$ cat config.mk
export PLATFORM = sky130hd
export DESIGN_NAME = ppu_reg_top
export DESIGN_NICKNAME = d
export VERILOG_FILES = /design/src/design/ppu_reg_pkg.sv /design/src/design/reg_access.sv /design/src/design/loopy_addr_regs.sv /design/src/design/ppudata_port.sv /design/src/design/ppu_status_flags.sv /design/src/design/ppu_reg_top.sv
export SDC_FILE = /design/constraint.sdc
export NUM_CORES = 1
export LEC_CHECK = 0
export BUFFER_PORTS_ARGS = -buffer_cell sky130_fd_sc_hd__buf_2
export CAP_MARGIN = 0
export CORE_MARGIN = 2
export CORE_UTILIZATION = 40
export DETAILED_ROUTE_END_ITERATION = 7
export GPL_ROUTABILITY_DRIVEN = 0
export PLACE_DENSITY = 0.66
export SYNTH_ARGS = -nofsm -noshare
export SYNTH_HDL_FRONTEND = slang
export SYNTH_SLANG_ARGS = --single-unit
export TNS_END_PERCENT = 100
$ cat constraint.sdc
create_clock -name clk -period 4.75 [get_ports clk]
set_input_delay 0.475 -clock clk [delete_from_list [all_inputs] [get_ports clk]]
set_output_delay 0.475 -clock clk [all_outputs]
set_load 0.01 [all_outputs]
$ cat src/design/ppu_reg_pkg.sv
package ppu_reg_pkg;

    localparam int DATA_W = 8;

    // PPUDATA address regions with palette space above NT_LAST
    localparam logic [13:0] CHR_LAST = 14'h1FFF;
    localparam logic [13:0] NT_LAST  = 14'h3EFF;

    // vaddr steps after each PPUDATA access
    localparam logic [14:0] INC_ACROSS = 15'd1;
    localparam logic [14:0] INC_DOWN   = 15'd32;

    // cpu-visible register selects where 3 and 4 stay unused
    typedef enum logic [2:0] {
        PPUCTRL   = 3'd0,
        PPUMASK   = 3'd1,
        PPUSTATUS = 3'd2,
        PPUSCROLL = 3'd5,
        PPUADDR   = 3'd6,
        PPUDATA   = 3'd7
    } reg_sel_e;

    typedef enum logic {
        MIRROR_VERT = 1'b0,
        MIRROR_HORZ = 1'b1
    } mirror_e;

    // scroll fields for PPUSCROLL, byte halves for PPUADDR
    typedef union packed {
        struct packed {
            logic [2:0] fine_y;
            logic [1:0] nt;
            logic [4:0] coarse_y;
            logic [4:0] coarse_x;
        } fields;
        struct packed {
            logic [6:0] hi;
            logic [7:0] lo;
        } split;
    } vram_addr_u;

    // rw high means write
    typedef struct packed {
        reg_sel_e          sel;
        logic              en;
        logic              rw;
        logic [DATA_W-1:0] data;
    } cpu_bus_t;

    typedef struct packed {
        logic [10:0]       addr;
        logic              we;
        logic              re;
        logic [DATA_W-1:0] wr_data;
    } mem_req_t;

    typedef struct packed {
        logic sp_over_set;
        logic sp_over_clr;
        logic sp_zero_set;
        logic sp_zero_clr;
        logic vblank_set;
        logic vblank_clr;
    } status_evt_t;

endpackage

$ cat src/design/reg_access.sv
`timescale 1ns/1ps

module reg_access (
    input  logic                  clk,
    input  logic                  rst_n,
    input  ppu_reg_pkg::cpu_bus_t bus,
    input  logic [7:0]            status,
    input  logic [7:0]            ppudata_rd,
    input  logic                  ppudata_rd_valid,
    output logic [7:0]            reg_data_out,
    output logic [7:0]            ppuctrl,
    output logic [7:0]            ppumask,
    output logic                  wr_ctrl_nt,
    output logic                  wr_scroll,
    output logic                  wr_addr,
    output logic                  rd_status,
    output logic                  data_acc,
    output logic                  data_write,
    output logic                  wr_any
);

    logic wr_ctrl;
    logic wr_mask;
    logic rd_data;

    // bus decode
    always_comb begin
        wr_ctrl    = 1'b0;
        wr_mask    = 1'b0;
        wr_scroll  = 1'b0;
        wr_addr    = 1'b0;
        rd_status  = 1'b0;
        data_acc   = 1'b0;
        data_write = 1'b0;
        if (bus.en) begin
            case (bus.sel)
                ppu_reg_pkg::PPUCTRL:   wr_ctrl   = bus.rw;
                ppu_reg_pkg::PPUMASK:   wr_mask   = bus.rw;
                ppu_reg_pkg::PPUSTATUS: rd_status = ~bus.rw;
                ppu_reg_pkg::PPUSCROLL: wr_scroll = bus.rw;
                ppu_reg_pkg::PPUADDR:   wr_addr   = bus.rw;
                ppu_reg_pkg::PPUDATA: begin
                    data_acc   = 1'b1;
                    data_write = bus.rw;
                end
                default: ;
            endcase
        end
    end

    // nametable select bits of ppuctrl also go to the temporary address
    assign wr_ctrl_nt = wr_ctrl;
    // every write, even to an unused select, lands in the status low bits
    assign wr_any     = bus.en & bus.rw;
    assign rd_data    = data_acc & ~data_write;

    always_ff @(posedge clk or negedge rst_n) begin
        if (!rst_n) begin
            ppuctrl <= 8'd0;
            ppumask <= 8'd0;
        end else begin
            if (wr_ctrl) begin
                ppuctrl <= bus.data;
            end
            if (wr_mask) begin
                ppumask <= bus.data;
            end
        end
    end

    // read data holds between reads
    always_ff @(posedge clk or negedge rst_n) begin
        if (!rst_n) begin
            reg_data_out <= 8'd0;
        end else if (rd_status) begin
            reg_data_out <= status;
        end else if (rd_data && ppudata_rd_valid) begin
            reg_data_out <= ppudata_rd;
        end
    end

endmodule

$ cat src/design/loopy_addr_regs.sv
`timescale 1ns/1ps

module loopy_addr_regs (
    input  logic                    clk,
    input  logic                    rst_n,
    input  logic                    wr_ctrl_nt,
    input  logic                    wr_scroll,
    input  logic                    wr_addr,
    input  logic                    rd_status,
    input  logic                    data_acc,
    input  logic                    inc_down,
    input  logic [7:0]              wr_data,
    output ppu_reg_pkg::vram_addr_u vaddr,
    output logic [2:0]              fine_x
);

    ppu_reg_pkg::vram_addr_u t_addr;
    logic [14:0]             inc_amt;
    // shared by PPUSCROLL and PPUADDR
    logic                    second_wr;

    assign inc_amt = inc_down ? ppu_reg_pkg::INC_DOWN : ppu_reg_pkg::INC_ACROSS;

    always_ff @(posedge clk or negedge rst_n) begin
        if (!rst_n) begin
            t_addr    <= '0;
            vaddr     <= '0;
            fine_x    <= 3'd0;
            second_wr <= 1'b0;
        end else begin
            if (wr_ctrl_nt) begin
                t_addr.fields.nt <= wr_data[1:0];
            end

            if (wr_scroll) begin
                second_wr <= ~second_wr;
                if (!second_wr) begin
                    fine_x                 <= wr_data[2:0];
                    t_addr.fields.coarse_x <= wr_data[7:3];
                end else begin
                    t_addr.fields.fine_y   <= wr_data[2:0];
                    t_addr.fields.coarse_y <= wr_data[7:3];
                end
            end

            if (wr_addr) begin
                second_wr <= ~second_wr;
                if (!second_wr) begin
                    t_addr.split.hi <= wr_data[6:0];
                end else begin
                    t_addr.split.lo <= wr_data;
                    // copy uses the new low byte, not the old t_addr
                    vaddr           <= {t_addr.split.hi, wr_data};
                end
            end

            if (data_acc) begin
                vaddr <= vaddr + inc_amt;
            end

            if (rd_status) begin
                second_wr <= 1'b0;
            end
        end
    end

endmodule

$ cat src/design/ppudata_port.sv
`timescale 1ns/1ps

module ppudata_port (
    input  logic                    clk,
    input  logic                    rst_n,
    input  ppu_reg_pkg::vram_addr_u vaddr,
    input  ppu_reg_pkg::mirror_e    mirroring,
    input  logic                    data_acc,
    input  logic                    data_write,
    input  logic [7:0]              wr_data,
    input  logic [7:0]              vram_rd_data,
    input  logic [7:0]              pal_rd_data,
    output ppu_reg_pkg::mem_req_t   vram_req,
    output ppu_reg_pkg::mem_req_t   pal_req,
    output logic [7:0]              ppudata_rd,
    output logic                    ppudata_rd_valid
);

    logic [13:0] addr;
    logic        in_chr;
    logic        in_nt;
    logic        in_pal;
    logic [10:0] nt_addr;
    logic [4:0]  pal_idx;
    logic [7:0]  rd_buf;

    // top bit of the 15-bit vaddr is outside the ppu bus
    assign addr   = {vaddr.split.hi[5:0], vaddr.split.lo};
    assign in_chr = (addr <= ppu_reg_pkg::CHR_LAST);
    assign in_pal = (addr > ppu_reg_pkg::NT_LAST);
    assign in_nt  = ~in_chr & ~in_pal;

    // horizontal mirroring picks the nametable from bit 11
    assign nt_addr = (mirroring == ppu_reg_pkg::MIRROR_HORZ) ? {addr[11], addr[9:0]}
                                                             : addr[10:0];

    // sprite backdrop entries share the background ones
    assign pal_idx = (addr[4] && addr[1:0] == 2'b00) ? {1'b0, addr[3:0]} : addr[4:0];

    always_comb begin
        vram_req.addr    = nt_addr;
        vram_req.we      = data_acc & data_write & in_nt;
        vram_req.re      = data_acc & ~data_write & in_nt;
        vram_req.wr_data = wr_data;

        pal_req.addr     = {6'd0, pal_idx};
        pal_req.we       = data_acc & data_write & in_pal;
        pal_req.re       = data_acc & ~data_write & in_pal;
        pal_req.wr_data  = wr_data;
    end

    // nametable reads lag by one access
    always_ff @(posedge clk or negedge rst_n) begin
        if (!rst_n) begin
            rd_buf <= 8'd0;
        end else if (vram_req.re) begin
            rd_buf <= vram_rd_data;
        end
    end

    assign ppudata_rd       = in_pal ? pal_rd_data : rd_buf;
    assign ppudata_rd_valid = ~in_chr;

endmodule

$ cat src/design/ppu_status_flags.sv
`timescale 1ns/1ps

module ppu_status_flags (
    input  logic                     clk,
    input  logic                     rst_n,
    input  ppu_reg_pkg::status_evt_t evt,
    input  logic                     rd_status,
    input  logic                     wr_any,
    input  logic [7:0]               wr_data,
    output logic [7:0]               status
);

    logic       vblank;
    logic       sp_zero;
    logic       sp_over;
    logic [4:0] last_wr;

    // later assignment wins, so each clear sits after its set
    always_ff @(posedge clk or negedge rst_n) begin
        if (!rst_n) begin
            vblank  <= 1'b0;
            sp_zero <= 1'b0;
            sp_over <= 1'b0;
            last_wr <= 5'd0;
        end else begin
            if (evt.sp_over_set) sp_over <= 1'b1;
            if (evt.sp_over_clr) sp_over <= 1'b0;
            if (evt.sp_zero_set) sp_zero <= 1'b1;
            if (evt.sp_zero_clr) sp_zero <= 1'b0;
            if (evt.vblank_set)  vblank  <= 1'b1;
            // reading the register also ends vblank
            if (evt.vblank_clr || rd_status) vblank <= 1'b0;
            if (wr_any) last_wr <= wr_data[4:0];
        end
    end

    assign status = {vblank, sp_zero, sp_over, last_wr};

endmodule

$ cat src/design/ppu_reg_top.sv
`timescale 1ns/1ps

module ppu_reg_top (
    input  logic                    clk,
    input  logic                    rst_n,
    input  ppu_reg_pkg::cpu_bus_t   bus,
    input  ppu_reg_pkg::mirror_e    mirroring,
    input  ppu_reg_pkg::status_evt_t evt,
    input  logic [7:0]              vram_rd_data,
    input  logic [7:0]              pal_rd_data,
    output logic [7:0]              reg_data_out,
    output logic [7:0]              ppuctrl,
    output logic [7:0]              ppumask,
    output ppu_reg_pkg::vram_addr_u vaddr,
    output logic [2:0]              fine_x,
    output ppu_reg_pkg::mem_req_t   vram_req,
    output ppu_reg_pkg::mem_req_t   pal_req
);

    // one-cycle strobes decoded from the bus
    logic wr_ctrl_nt;
    logic wr_scroll;
    logic wr_addr;
    logic rd_status;
    logic data_acc;
    logic data_write;
    logic wr_any;

    logic [7:0] status;
    logic [7:0] ppudata_rd;
    logic       ppudata_rd_valid;

    reg_access u_reg_access (
        .clk              (clk),
        .rst_n            (rst_n),
        .bus              (bus),
        .status           (status),
        .ppudata_rd       (ppudata_rd),
        .ppudata_rd_valid (ppudata_rd_valid),
        .reg_data_out     (reg_data_out),
        .ppuctrl          (ppuctrl),
        .ppumask          (ppumask),
        .wr_ctrl_nt       (wr_ctrl_nt),
        .wr_scroll        (wr_scroll),
        .wr_addr          (wr_addr),
        .rd_status        (rd_status),
        .data_acc         (data_acc),
        .data_write       (data_write),
        .wr_any           (wr_any)
    );

    // ppuctrl bit 2 selects the step of 32
    loopy_addr_regs u_loopy_addr_regs (
        .clk        (clk),
        .rst_n      (rst_n),
        .wr_ctrl_nt (wr_ctrl_nt),
        .wr_scroll  (wr_scroll),
        .wr_addr    (wr_addr),
        .rd_status  (rd_status),
        .data_acc   (data_acc),
        .inc_down   (ppuctrl[2]),
        .wr_data    (bus.data),
        .vaddr      (vaddr),
        .fine_x     (fine_x)
    );

    ppudata_port u_ppudata_port (
        .clk              (clk),
        .rst_n            (rst_n),
        .vaddr            (vaddr),
        .mirroring        (mirroring),
        .data_acc         (data_acc),
        .data_write       (data_write),
        .wr_data          (bus.data),
        .vram_rd_data     (vram_rd_data),
        .pal_rd_data      (pal_rd_data),
        .vram_req         (vram_req),
        .pal_req          (pal_req),
        .ppudata_rd       (ppudata_rd),
        .ppudata_rd_valid (ppudata_rd_valid)
    );

    ppu_status_flags u_ppu_status_flags (
        .clk       (clk),
        .rst_n     (rst_n),
        .evt       (evt),
        .rd_status (rd_status),
        .wr_any    (wr_any),
        .wr_data   (bus.data),
        .status    (status)
    );

endmodule

==> summary.md, run 1 <==
| Metric | Value |
|---|---|
| Outcome | `finished clean` |
| Drt pass-1 iters | `4` |
| Routed vias | `2,906` |
| Seq pwr share | `45.0%` |
| Worst setup SP type | `flop` |
| Start point of the worst hold path | `evt[2]` |
| Setup TNS | `0 ps` |
| Synth cell types | `45` |
| Hold Crit Endpoint | `u_ppu_status_flags.sp_zero` |
| Layout Cells excl Fill | `530` |
| Post-route ant nets | `0` |
| Fmax | `365 MHz` |
| Yosys reg bits | `66` |
| Asr flop ratio synth | `100%` |
| CP Max Fanout | `14` |
| Grt total ovfl | `0` |
| Slew @ Worst Pin | `just over 800 ps` |
| Worst min-delay path class | `input port to flop` |
| Placed Cells | `514` |
| Yosys Warn Count | `0` |
| Drc violations | `0` |
| Setup bufs post-CTS | `0` |
| Setup violators final | `0` |
| Clk sink count | `66` |
| Die area | `between 9000 and 10,000 µm²` |
| Via/cell ratio | `between 5 and 6` |
| CTS buffer count | `9` |
| # nets final | `458` |
| Required time of the critical path | `4280 ps` |
| CTS resizes | `0` |
| Pwr dens | `482 nW/µm²` |
| Seq/Total Area, Yosys | `between 40% and 50%` |
| Die H | `97.2 µm` |
| Setup CP Type | `flop to primary output` |
| Tot GR Track Use | `18.9%` |
| Post-synth top cells | `dfrtp_1 (66), buf_4 (37), mux2_2 (32)` |
| Final HPWL DP | `6490 µm` |
| Top-count cell post-synth | `dfrtp_1` |
| Slew Limit Fails | `0` |
| Worst Clk Skew | `9.93 ps` |
| RSZ-0062 raised after global routing | `no` |
| Worst reg2reg setup slack | `around 2500 ps` |
| Min Tclk post-route | `2740 ps` |
| Post-synth top area cell | `dfrtp_1` |
| Int Pwr | `1270 µW` |
| Leak pwr | `0.00191 µW` |
| Peak VDD IR | `just over 0.0002 V` |
| Proportion of layout cells with a drive suffix above 1 | `41.0%` |
| Final WL | `a little under 9000 µm` |
| Vias in the first global route | `2,727` |
| Rel. slew slack | `between 40 and 50%` |
| Core area | `around 8600 µm²` |
| Fin. Hold Viols | `0` |
| Syn Inst Count | `335` |
| Reg-to-reg critical path endpoint | `u_loopy_addr_regs.vaddr[14]` |
| Horiz. Die Dim | `97.2 µm` |
| Post-synth top flop | `dfrtp_1` |
| Largest net degree at the start of global routing | `67` |
| Initial Util | `40.6%` |
| CP Capture Type | `primary output` |
| Initial DRC count | `148` |
| Worst hold path cell count | `2` |
| Sw frac | `~36%` |
| Ant. Diodes | `0` |
| Clock-pin slew on the worst setup and hold paths | `about 80 ps` |
| Top Ports | `122` |
| Worst Path Arrival | `2260 ps` |
| TritonCTS clock tree | `built` |
| FP Rows | `34` |
| Post-Syn Area | `3480 µm²` |
| Net Sw Power | `707 µW` |
| Initial antenna violation count | `0` |
| Clock power share | `approximately 25%` |
| Crit share post-route | `roughly 58%` |
| Top post-synthesis cells by area | `dfrtp_1 (48%), mux2_2 (10%), buf_4 (8.0%)` |
| First-pass GRT wire length | `13,900 µm` |
| CTS H-tree lvls | `3` |
| Clock latency on the worst-skew pair | `350 ps` |
| Mean Syn Cell Area | `10.4 µm²` |
| Comb pwr share | `30.2%` |
| Worst reg2reg startpoint | `u_loopy_addr_regs.vaddr[8]` |
| Clock root buffer | `clkbuf_8` |
| Routed WL per cell | `between 15 and 20 µm` |
| R2R cell count | `4` |
| Post-synth EDFFs | `0` |
| Max-cap violations | `0` |
| Hold-fix buffers at CTS | `0` |
| PortBufs | `115` |
| Clock buffer depth | `2` |
| Top cell type's share of synthesized area | `47.5%` |
| P&R area growth vs syn | `17.8%` |
[worst max-delay path by stage]
stage	from	to	cells after the start
final	u_loopy_addr_regs.vaddr[8]	pal_req[8]	4
after floorplan	u_loopy_addr_regs.vaddr[8]	pal_req[8]	5
after global routing	u_loopy_addr_regs.vaddr[8]	vram_req[8]	5
after detailed placement	u_loopy_addr_regs.vaddr[8]	pal_req[8]	4
after global placement	u_loopy_addr_regs.vaddr[8]	pal_req[8]	4
after CTS	u_loopy_addr_regs.vaddr[8]	pal_req[8]	4
[worst max-delay path: stages (launching register included)]
cell	delay (ps)
dfrtp_1	470
nand3_2	290
or3_1	640
nor3_1	320
buf_2	190
[flip-flops by register name, summed over array words and instances (netlist names)]
register	flops
u_reg_access.reg_data_out	8
u_ppudata_port.rd_buf	8
u_ppu_status_flags.sp_zero	1
u_ppu_status_flags.vblank	1
u_loopy_addr_regs.second_wr	1
u_ppu_status_flags.sp_over	1
u_loopy_addr_regs.vaddr	15
u_ppu_status_flags.last_wr	5
u_loopy_addr_regs.t_addr	7
u_reg_access.ppumask	8
u_loopy_addr_regs.fine_x	3
u_reg_access.ppuctrl	8
[layout by cell type, fill, tap and decap left out, drive strengths merged, types with 2 or more instances in the layout]
| master | count |
|---|---|
| nand3 | 9 |
| dfrtp | 66 |
| o311ai | 2 |
| inv | 4 |
| nor3 | 20 |
| and3 | 3 |
| o21a | 2 |
| clkinv | 2 |
| clkbuf | 10 |
| a311oi | 4 |
| o32ai | 3 |
| a22oi | 2 |
| a21oi | 9 |
| a31oi | 3 |
| nand2 | 29 |
| o2bb2ai | 8 |
| or3 | 4 |
| buf | 118 |
| nor4 | 4 |
| ha | 3 |
| mux2 | 32 |
| nor2 | 24 |
| mux2i | 6 |
| conb | 6 |
| clkinvlp | 3 |
| a211oi | 13 |
| nand4 | 4 |
| o211ai | 2 |
| o21ai | 13 |
[final cells by class]
cell class / instances / area (µm²)
fillers: 813 / 4460
multi-input cells: 218 / 1490
inverters: 4 / 15.0
clock inverters: 6 / 66.3
flip-flops and latches: 66 / 1650
repair buffers: 118 / 598
clock buffers: 10 / 138
well taps: 108 / 135
[cells by family (layout without fill, tap and decap cells)]
kind of cell	after synthesis	after routing	share of synthesized area, %
buffers and inverters	56	138	10.3
AO/OA/AOI/OAI	70	70	14.6
adder cells (fa/ha/maj)	3	3	1.08
other	1	6	0.108
flip-flops	66	66	47.5
multiplexers	38	38	12.1
XOR/XNOR	1	1	0.252
AND/OR/NAND/NOR	100	100	14.0
[power by group through the flow]
stage / sequential [µW] / clock [µW] / combinational, µW
floorplan: 906 / 0 / 378
global placement: 890 / 0 / 590
detailed placement: 899 / 0 / 600
CTS: 889 / 493 / 602
global route: 916 / 523 / 653
finish: 888 / 488 / 596
[metal layers]
layer / vias up / global-route usage, % / routed length [µm]
met5: - / 0 / 0
met4: 0 / 7.48 / 153
met3: 14 / 4.17 / 384
met2: 85 / 29.8 / 4340
met1: 1450 / 25.5 / 4050
li1: 1357 / - / -
[metrics by stage]
stage / utilization [%] / instance area (µm²) / worst slack, ps / hold slack, ps / power, µW
4_1_cts: 47.9 / 4090 / 2010 / 259 / 1980
6_report: 47.9 / 4090 / 2010 / 272 / 1970
5_1_grt: 47.9 / 4090 / 1840 / 274 / 2090
2_1_floorplan: - / 3490 / 2670 / 179 / 1280
3_5_place_dp: 45.5 / 3890 / 2390 / 477 / 1500
3_3_place_gp: 45.5 / 3890 / 2430 / 480 / 1480
(Power assumes the default switching activity.)
==> inputs of run 2 (changes only) <==
- PLACE_DENSITY: 0.66 -> 0.69
- clock period: 4.75 -> 2.5 ns (I/O delays scaled with it)
==> summary.md, run 2 (synthesized netlist as in run 1, its figures left out) <==
| Metric | Value |
|---|---|
| Outcome | `finished clean` |
| P&R area growth vs syn | `20.2%` |
| Worst reg2reg startpoint | `u_loopy_addr_regs.vaddr[11]` |
| Layout Cells excl Fill | `533 (+0.57%)` |
| Worst Path Arrival | `2080 ps (-180 ps)` |
| Die H | `97.2 µm (unchanged)` |
| FF+latch area | `1650 µm² (unchanged)` |
| Peak VDD IR | `0.000352 V (+73%)` |
| Required time of the critical path | `2250 ps (-2030 ps)` |
| Fillers | `795 (-2.2%)` |
| Slew Limit Fails | `0 (unchanged)` |
| Crit path from | `u_loopy_addr_regs.vaddr[11]` |
| Final design utilization | `48.9% (+0.99 points)` |
| Clock latency on the worst-skew pair | `330 ps (-20 ps)` |
| Proportion of layout cells with a drive suffix above 1 | `41.2% (+0.18 points)` |
| Placed cell area | `3910 µm² (+0.58%)` |
| Drt pass-1 iters | `4 (unchanged)` |
| Min Tclk post-route | `2330 ps` |
| Tot GR Track Use | `18.5% (-0.36 points)` |
| Rel. slew slack | `45.7% (+1.1 points)` |
| Fin. Hold Viols | `0 (unchanged)` |
| First-pass GRT wire length | `14,100 µm (+0.85%)` |
| Via/cell ratio | `5.38 (-1.8%)` |
| Core area | `8550 µm² (unchanged)` |
| Crit share post-route | `between 90 and 100%` |
| Hold-fix buffers at CTS | `0 (unchanged)` |
| Ant. Diodes | `0 (unchanged)` |
| Final WL | `8590 µm (-3.8%)` |
| Wire length on met1 | `3800 µm (-6.3%)` |
| Final Cell Area | `4180 µm² (+2.1%)` |
| CTS resizes | `0 (unchanged)` |
| Post-route ant nets | `0 (unchanged)` |
| # nets final | `461 (+0.66%)` |
| Setup TNS | `0 ps (unchanged)` |
| Initial antenna violation count | `0 (unchanged)` |
| Uppermost layer routed | `met4` |
| Clk sink count | `66 (unchanged)` |
| Pwr dens | `963 nW/µm² (+100%)` |
| Most common cell after layout, fill and taps aside | `buf_2` |
| Slew @ Worst Pin | `815 ps (-16.0 ps)` |
| CP Capture Type | `primary output` |
| Initial DRC count | `116 (-22%)` |
| TritonCTS clock tree | `built` |
| FP Rows | `34 (unchanged)` |
| Worst min-delay path class | `input port to flop` |
| Routed wl met2 | `4160 µm (-4.1%)` |
| Final HPWL DP | `6190 µm (-4.6%)` |
| CP max-delay cell | `or3_1` |
| Die area | `9450 µm² (unchanged)` |
| Max-cap violations | `0 (unchanged)` |
| Min Hold Slack | `59.6 ps (-213 ps)` |
| Setup violators final | `0 (unchanged)` |
| Top Ports | `122 (unchanged)` |
| Area of the multi-input gates | `1490 µm² (unchanged)` |
| Horiz. Die Dim | `97.2 µm (unchanged)` |
| Worst setup SP type | `flop` |
| Routed vias | `2,870 (-1.2%)` |
| Routed WL per cell | `16.1 µm (-4.3%)` |
| Clock buffer depth | `2 (unchanged)` |
| Crit-path cells | `nand2_1 -> or3_1 -> nand3_2 -> inv_1 -> buf_2` |
| Clock-pin slew on the worst setup and hold paths | `70 ps (about the same)` |
| Largest net degree at the start of global routing | `67 (unchanged)` |
| Grt total ovfl | `0 (unchanged)` |
| DR WL met3 | `501 µm (+30%)` |
| Setup CP Type | `flop to primary output` |
| Initial Util | `40.6% (unchanged)` |
| Placed Cells | `517 (+0.58%)` |
| Fmax | `428 MHz` |
| Clock root buffer | `clkbuf_8` |
| Leak pwr | `0.00196 µW (+2.8%)` |
| PortBufs | `115 (unchanged)` |
| Max reg flops | `15 (unchanged)` |
| Worst Clk Skew | `4.70 ps (-5.23 ps)` |
| CTS buffer count | `9 (unchanged)` |
| Drc violations | `0 (unchanged)` |
| RSZ-0062 raised after global routing | `no` |
| CP Max Fanout | `14 (unchanged)` |
| Vias in the first global route | `2,730 (+0.11%)` |
| Most frequent cells in the layout | `buf_2 (115), dfrtp_1 (66), mux2_2 (32)` |
| Largest Register | `u_loopy_addr_regs.vaddr` |
| CTS H-tree lvls | `3 (unchanged)` |
| CP max stage delay | `600 ps (-40 ps)` |
| Setup bufs post-CTS | `0 (unchanged)` |
| Start point of the worst hold path | `evt[4]` |
-- run 2: cell types whose count changed in the layout (fill, tap and decap cells not counted) --
cell,previous run,this run
buf_4,3,6
bufinv_16,1,4
clkinvlp_4,3,0
clkbuf_1,0,1
clkinv_4,1,0
-- run 2: power breakdown --
part           leakage [µW]  internal, µW  switching (µW)
logic               0.00102           544             620
registers          0.000810          1390             283
clock network      0.000134           790             403
total               0.00196          2720            1310
-- run 2: final cells by class --
cell class	count	share of cell area [%]
inverter	4	0.359
sequential	66	39.5
clock buffer	11	3.38
timing repair buffer	121	14.9
multi-input combinational	218	35.7
tap	108	3.23
clock inverter	5	2.99
-- run 2: per-stage QoR --
step	setup WS [ps]	power, µW
final	165	4030
after detailed placement	476	2860
after global routing	35.8	4260
after floorplan	645	2440
after global placement	553	2820
after CTS	161	4060
-- run 2: per-layer routing --
layer / track usage (%) / up-vias
met5: 0 / -
met4: 7.26 / 0
met3: 3.53 / 13
met2: 29.5 / 101
met1: 25.1 / 1405
li1: - / 1351
-- run 2: critical path, delay by kind of cell, from the launching register on --
family,cells,cell delay (ps)
flops,1,430
simple gates,3,1130
buf+inv,2,200
-- run 2: worst paths after layout --
| kind | end | slack [ps] | cells after the start |
|---|---|---|---|
| min in group asynchronous | u_ppu_status_flags.sp_over | 100 | 2 |
| worst min register to register | u_reg_access.reg_data_out[5] | 490 | 1 |
| max in group asynchronous | u_loopy_addr_regs.vaddr[10] | 1880 | 2 |
| worst min-delay path | u_ppu_status_flags.sp_over | 60 | 2 |
| worst max register to register | u_loopy_addr_regs.vaddr[14] | 450 | 4 |
| worst max-delay path | vram_req[8] | 170 | 5 |
==> inputs of run 3 (changes only) <==
- clock period: 2.5 -> 2.1 ns (I/O delays scaled with it)
==> summary.md, run 3 (synthesized netlist as in run 1, its figures left out) <==
| Metric | Value |
|---|---|
| Crit share post-route | `95.4%` |
| Fin. Hold Viols | `0 (unchanged)` |
| CP Max Fanout | `9 (-5)` |
| Routed vias | `2,927 (+2.0%)` |
| Worst reg2reg startpoint | `u_loopy_addr_regs.vaddr[9]` |
| Slew @ Worst Pin | `496 ps (-319 ps)` |
| Clock-pin slew on the worst setup and hold paths | `70 ps (about the same)` |
| Ant. Diodes | `0 (unchanged)` |
| Rel. slew slack | `66.7% (+21 points)` |
| Placed Cells | `524 (+1.4%)` |
| Reg-to-reg critical path endpoint | `u_reg_access.reg_data_out[3]` |
| Clk sink count | `66 (unchanged)` |
| Worst hold path cell count | `2 (unchanged)` |
| # nets final | `469 (+1.7%)` |
| Proportion of layout cells with a drive suffix above 1 | `42.3% (+1.1 points)` |
| Fmax | `499 MHz` |
| Layout Cells excl Fill | `541 (+1.5%)` |
| Initial Util | `40.6% (unchanged)` |
| Worst Clk Skew | `8.72 ps (+4.02 ps)` |
| Max reg flops | `15 (unchanged)` |
| Clock latency on the worst-skew pair | `340 ps (about the same)` |
| Largest net degree at the start of global routing | `67 (unchanged)` |
| Min Tclk post-route | `2000 ps` |
| Pwr dens | `1070 nW/µm² (+11%)` |
| R2R cell count | `5 (+1)` |
| Setup violators final | `0 (unchanged)` |
| TritonCTS clock tree | `built` |
| Clock buffer depth | `2 (unchanged)` |
| Drc violations | `0 (unchanged)` |
| Worst setup SP type | `flop` |
| Vias in the first global route | `2,809 (+2.9%)` |
| PortBufs | `115 (unchanged)` |
| Int Pwr | `2870 µW (+5.4%)` |
| Setup TNS | `0 ps (unchanged)` |
| CP Capture Type | `primary output` |
| Most common cell after layout, fill and taps aside | `buf_2` |
| Hold Crit Endpoint | `u_ppu_status_flags.sp_over` |
| Top Ports | `122 (unchanged)` |
| RSZ-0062 raised after global routing | `no` |
| Core area | `8550 µm² (unchanged)` |
| Required time of the critical path | `1890 ps (-360 ps)` |
| Outcome | `finished clean` |
| Final WL | `8780 µm (+2.2%)` |
| P&R area growth vs syn | `20.5%` |
| Final HPWL DP | `6370 µm (+2.8%)` |
| Routed WL per cell | `16.2 µm (+0.70%)` |
| First-pass GRT wire length | `14,200 µm (+0.88%)` |
| Worst Path Arrival | `1790 ps (-290 ps)` |
| Clock power share | `23.6% (-6.0 points)` |
| Initial DRC count | `181 (+56%)` |
| Die H | `97.2 µm (unchanged)` |
| Tot GR Track Use | `18.7% (+0.14 points)` |
| Peak VDD IR | `0.000377 V (+7.1%)` |
| Largest Register | `u_loopy_addr_regs.vaddr` |
| Slew Limit Fails | `0 (unchanged)` |
| Drt pass-1 iters | `4 (unchanged)` |
| Initial antenna violation count | `0 (unchanged)` |
| Worst reg2reg setup slack | `210 ps (-240 ps)` |
| Post-route ant nets | `0 (unchanged)` |
| Setup CP Type | `flop to primary output` |
| Max-cap violations | `0 (unchanged)` |
| FP Rows | `34 (unchanged)` |
| Horiz. Die Dim | `97.2 µm (unchanged)` |
| Via/cell ratio | `5.41 (+0.48%)` |
| Start point of the worst hold path | `evt[4]` |
| Seq pwr share | `44.2% (+2.7 points)` |
| Net Sw Power | `1600 µW (+22%)` |
| Worst min-delay path class | `input port to flop` |
| Crit path from | `u_loopy_addr_regs.vaddr[9]` |
| Grt total ovfl | `0 (unchanged)` |
| Comb pwr share | `32.2% (+3.3 points)` |
| Die area | `9450 µm² (unchanged)` |
| Leak pwr | `0.00197 µW (+0.38%)` |
| CTS H-tree lvls | `3 (unchanged)` |
| Most frequent cells in the layout | `buf_2 (115), dfrtp_1 (66), mux2_2 (32)` |
| CTS buffer count | `9 (unchanged)` |
| Clock root buffer | `clkbuf_8` |
| Sw frac | `35.7% (+3.3 points)` |
run 3: cell types whose count changed in the layout (fill, tap and decap cells not counted), sizes merged:
cell	change
clkinvlp	+1
dlygate4sd3	+1
clkbuf	-2
buf	+7
bufinv	-3
clkinv	+4
run 3: metrics by stage:
stage	util, %	hold WS [ps]	worst slack, ps	cell area, µm²	total power (µW)
floorplan	-	-85.6	285	3490	2900
global placement	46.5	251	304	3980	3380
detailed placement	46.5	255	278	3980	3430
CTS	48.9	4.21	42.7	4180	4490
global route	49.0	18.1	4.99	4190	4740
finish	49.0	13.1	97.4	4190	4460
run 3: what timing repair did:
| item | 4_1_cts | 5_1_grt |
|---|---|---|
| hold endpoints to repair | 66 | 0 |
| setup endpoints to repair | 0 | 1 |
| resized for setup | 0 | 1 |
| buffers inserted | 0 | 0 |
| hold buffers | 1 | 0 |
run 3: area by class of cell:
class	count	area, µm²
well taps	108	135
fillers	803	4360
multi-input cells	218	1500
repair buffers	129	696
flip-flops and latches	66	1650
clock inverters	7	70.1
clock buffers	9	124
inverters	4	15.0
run 3: worst max path at each step:
stage,end,slack [ps],cells after the start
after global placement,u_reg_access.reg_data_out[3],300,5
after global routing,vram_req[8],5,5
after detailed placement,u_reg_access.reg_data_out[3],280,5
after CTS,vram_req[8],40,5
final,vram_req[8],100,5
after floorplan,pal_req[8],280,5
run 3: power by group through the flow:
stage / combinational (µW) / sequential (µW) / clock (µW)
CTS: 1440 / 1970 / 1080
global route: 1570 / 2030 / 1130
floorplan: 855 / 2050 / 0
global placement: 1410 / 1980 / 0
finish: 1440 / 1970 / 1050
detailed placement: 1440 / 1990 / 0
run 3: worst max-delay path, cell delays in order, from the launching register on:
cell	delay, ps
dfrtp_1	450
nand3_2	100
or3_1	510
nand3_4	210
inv_1	50
buf_2	130
run 3: metal layers:
layer	track usage, %	wire length, µm
met2	29.3	4080
met5	0	0
met4	6.30	166
met1	25.9	4070
met3	3.81	465
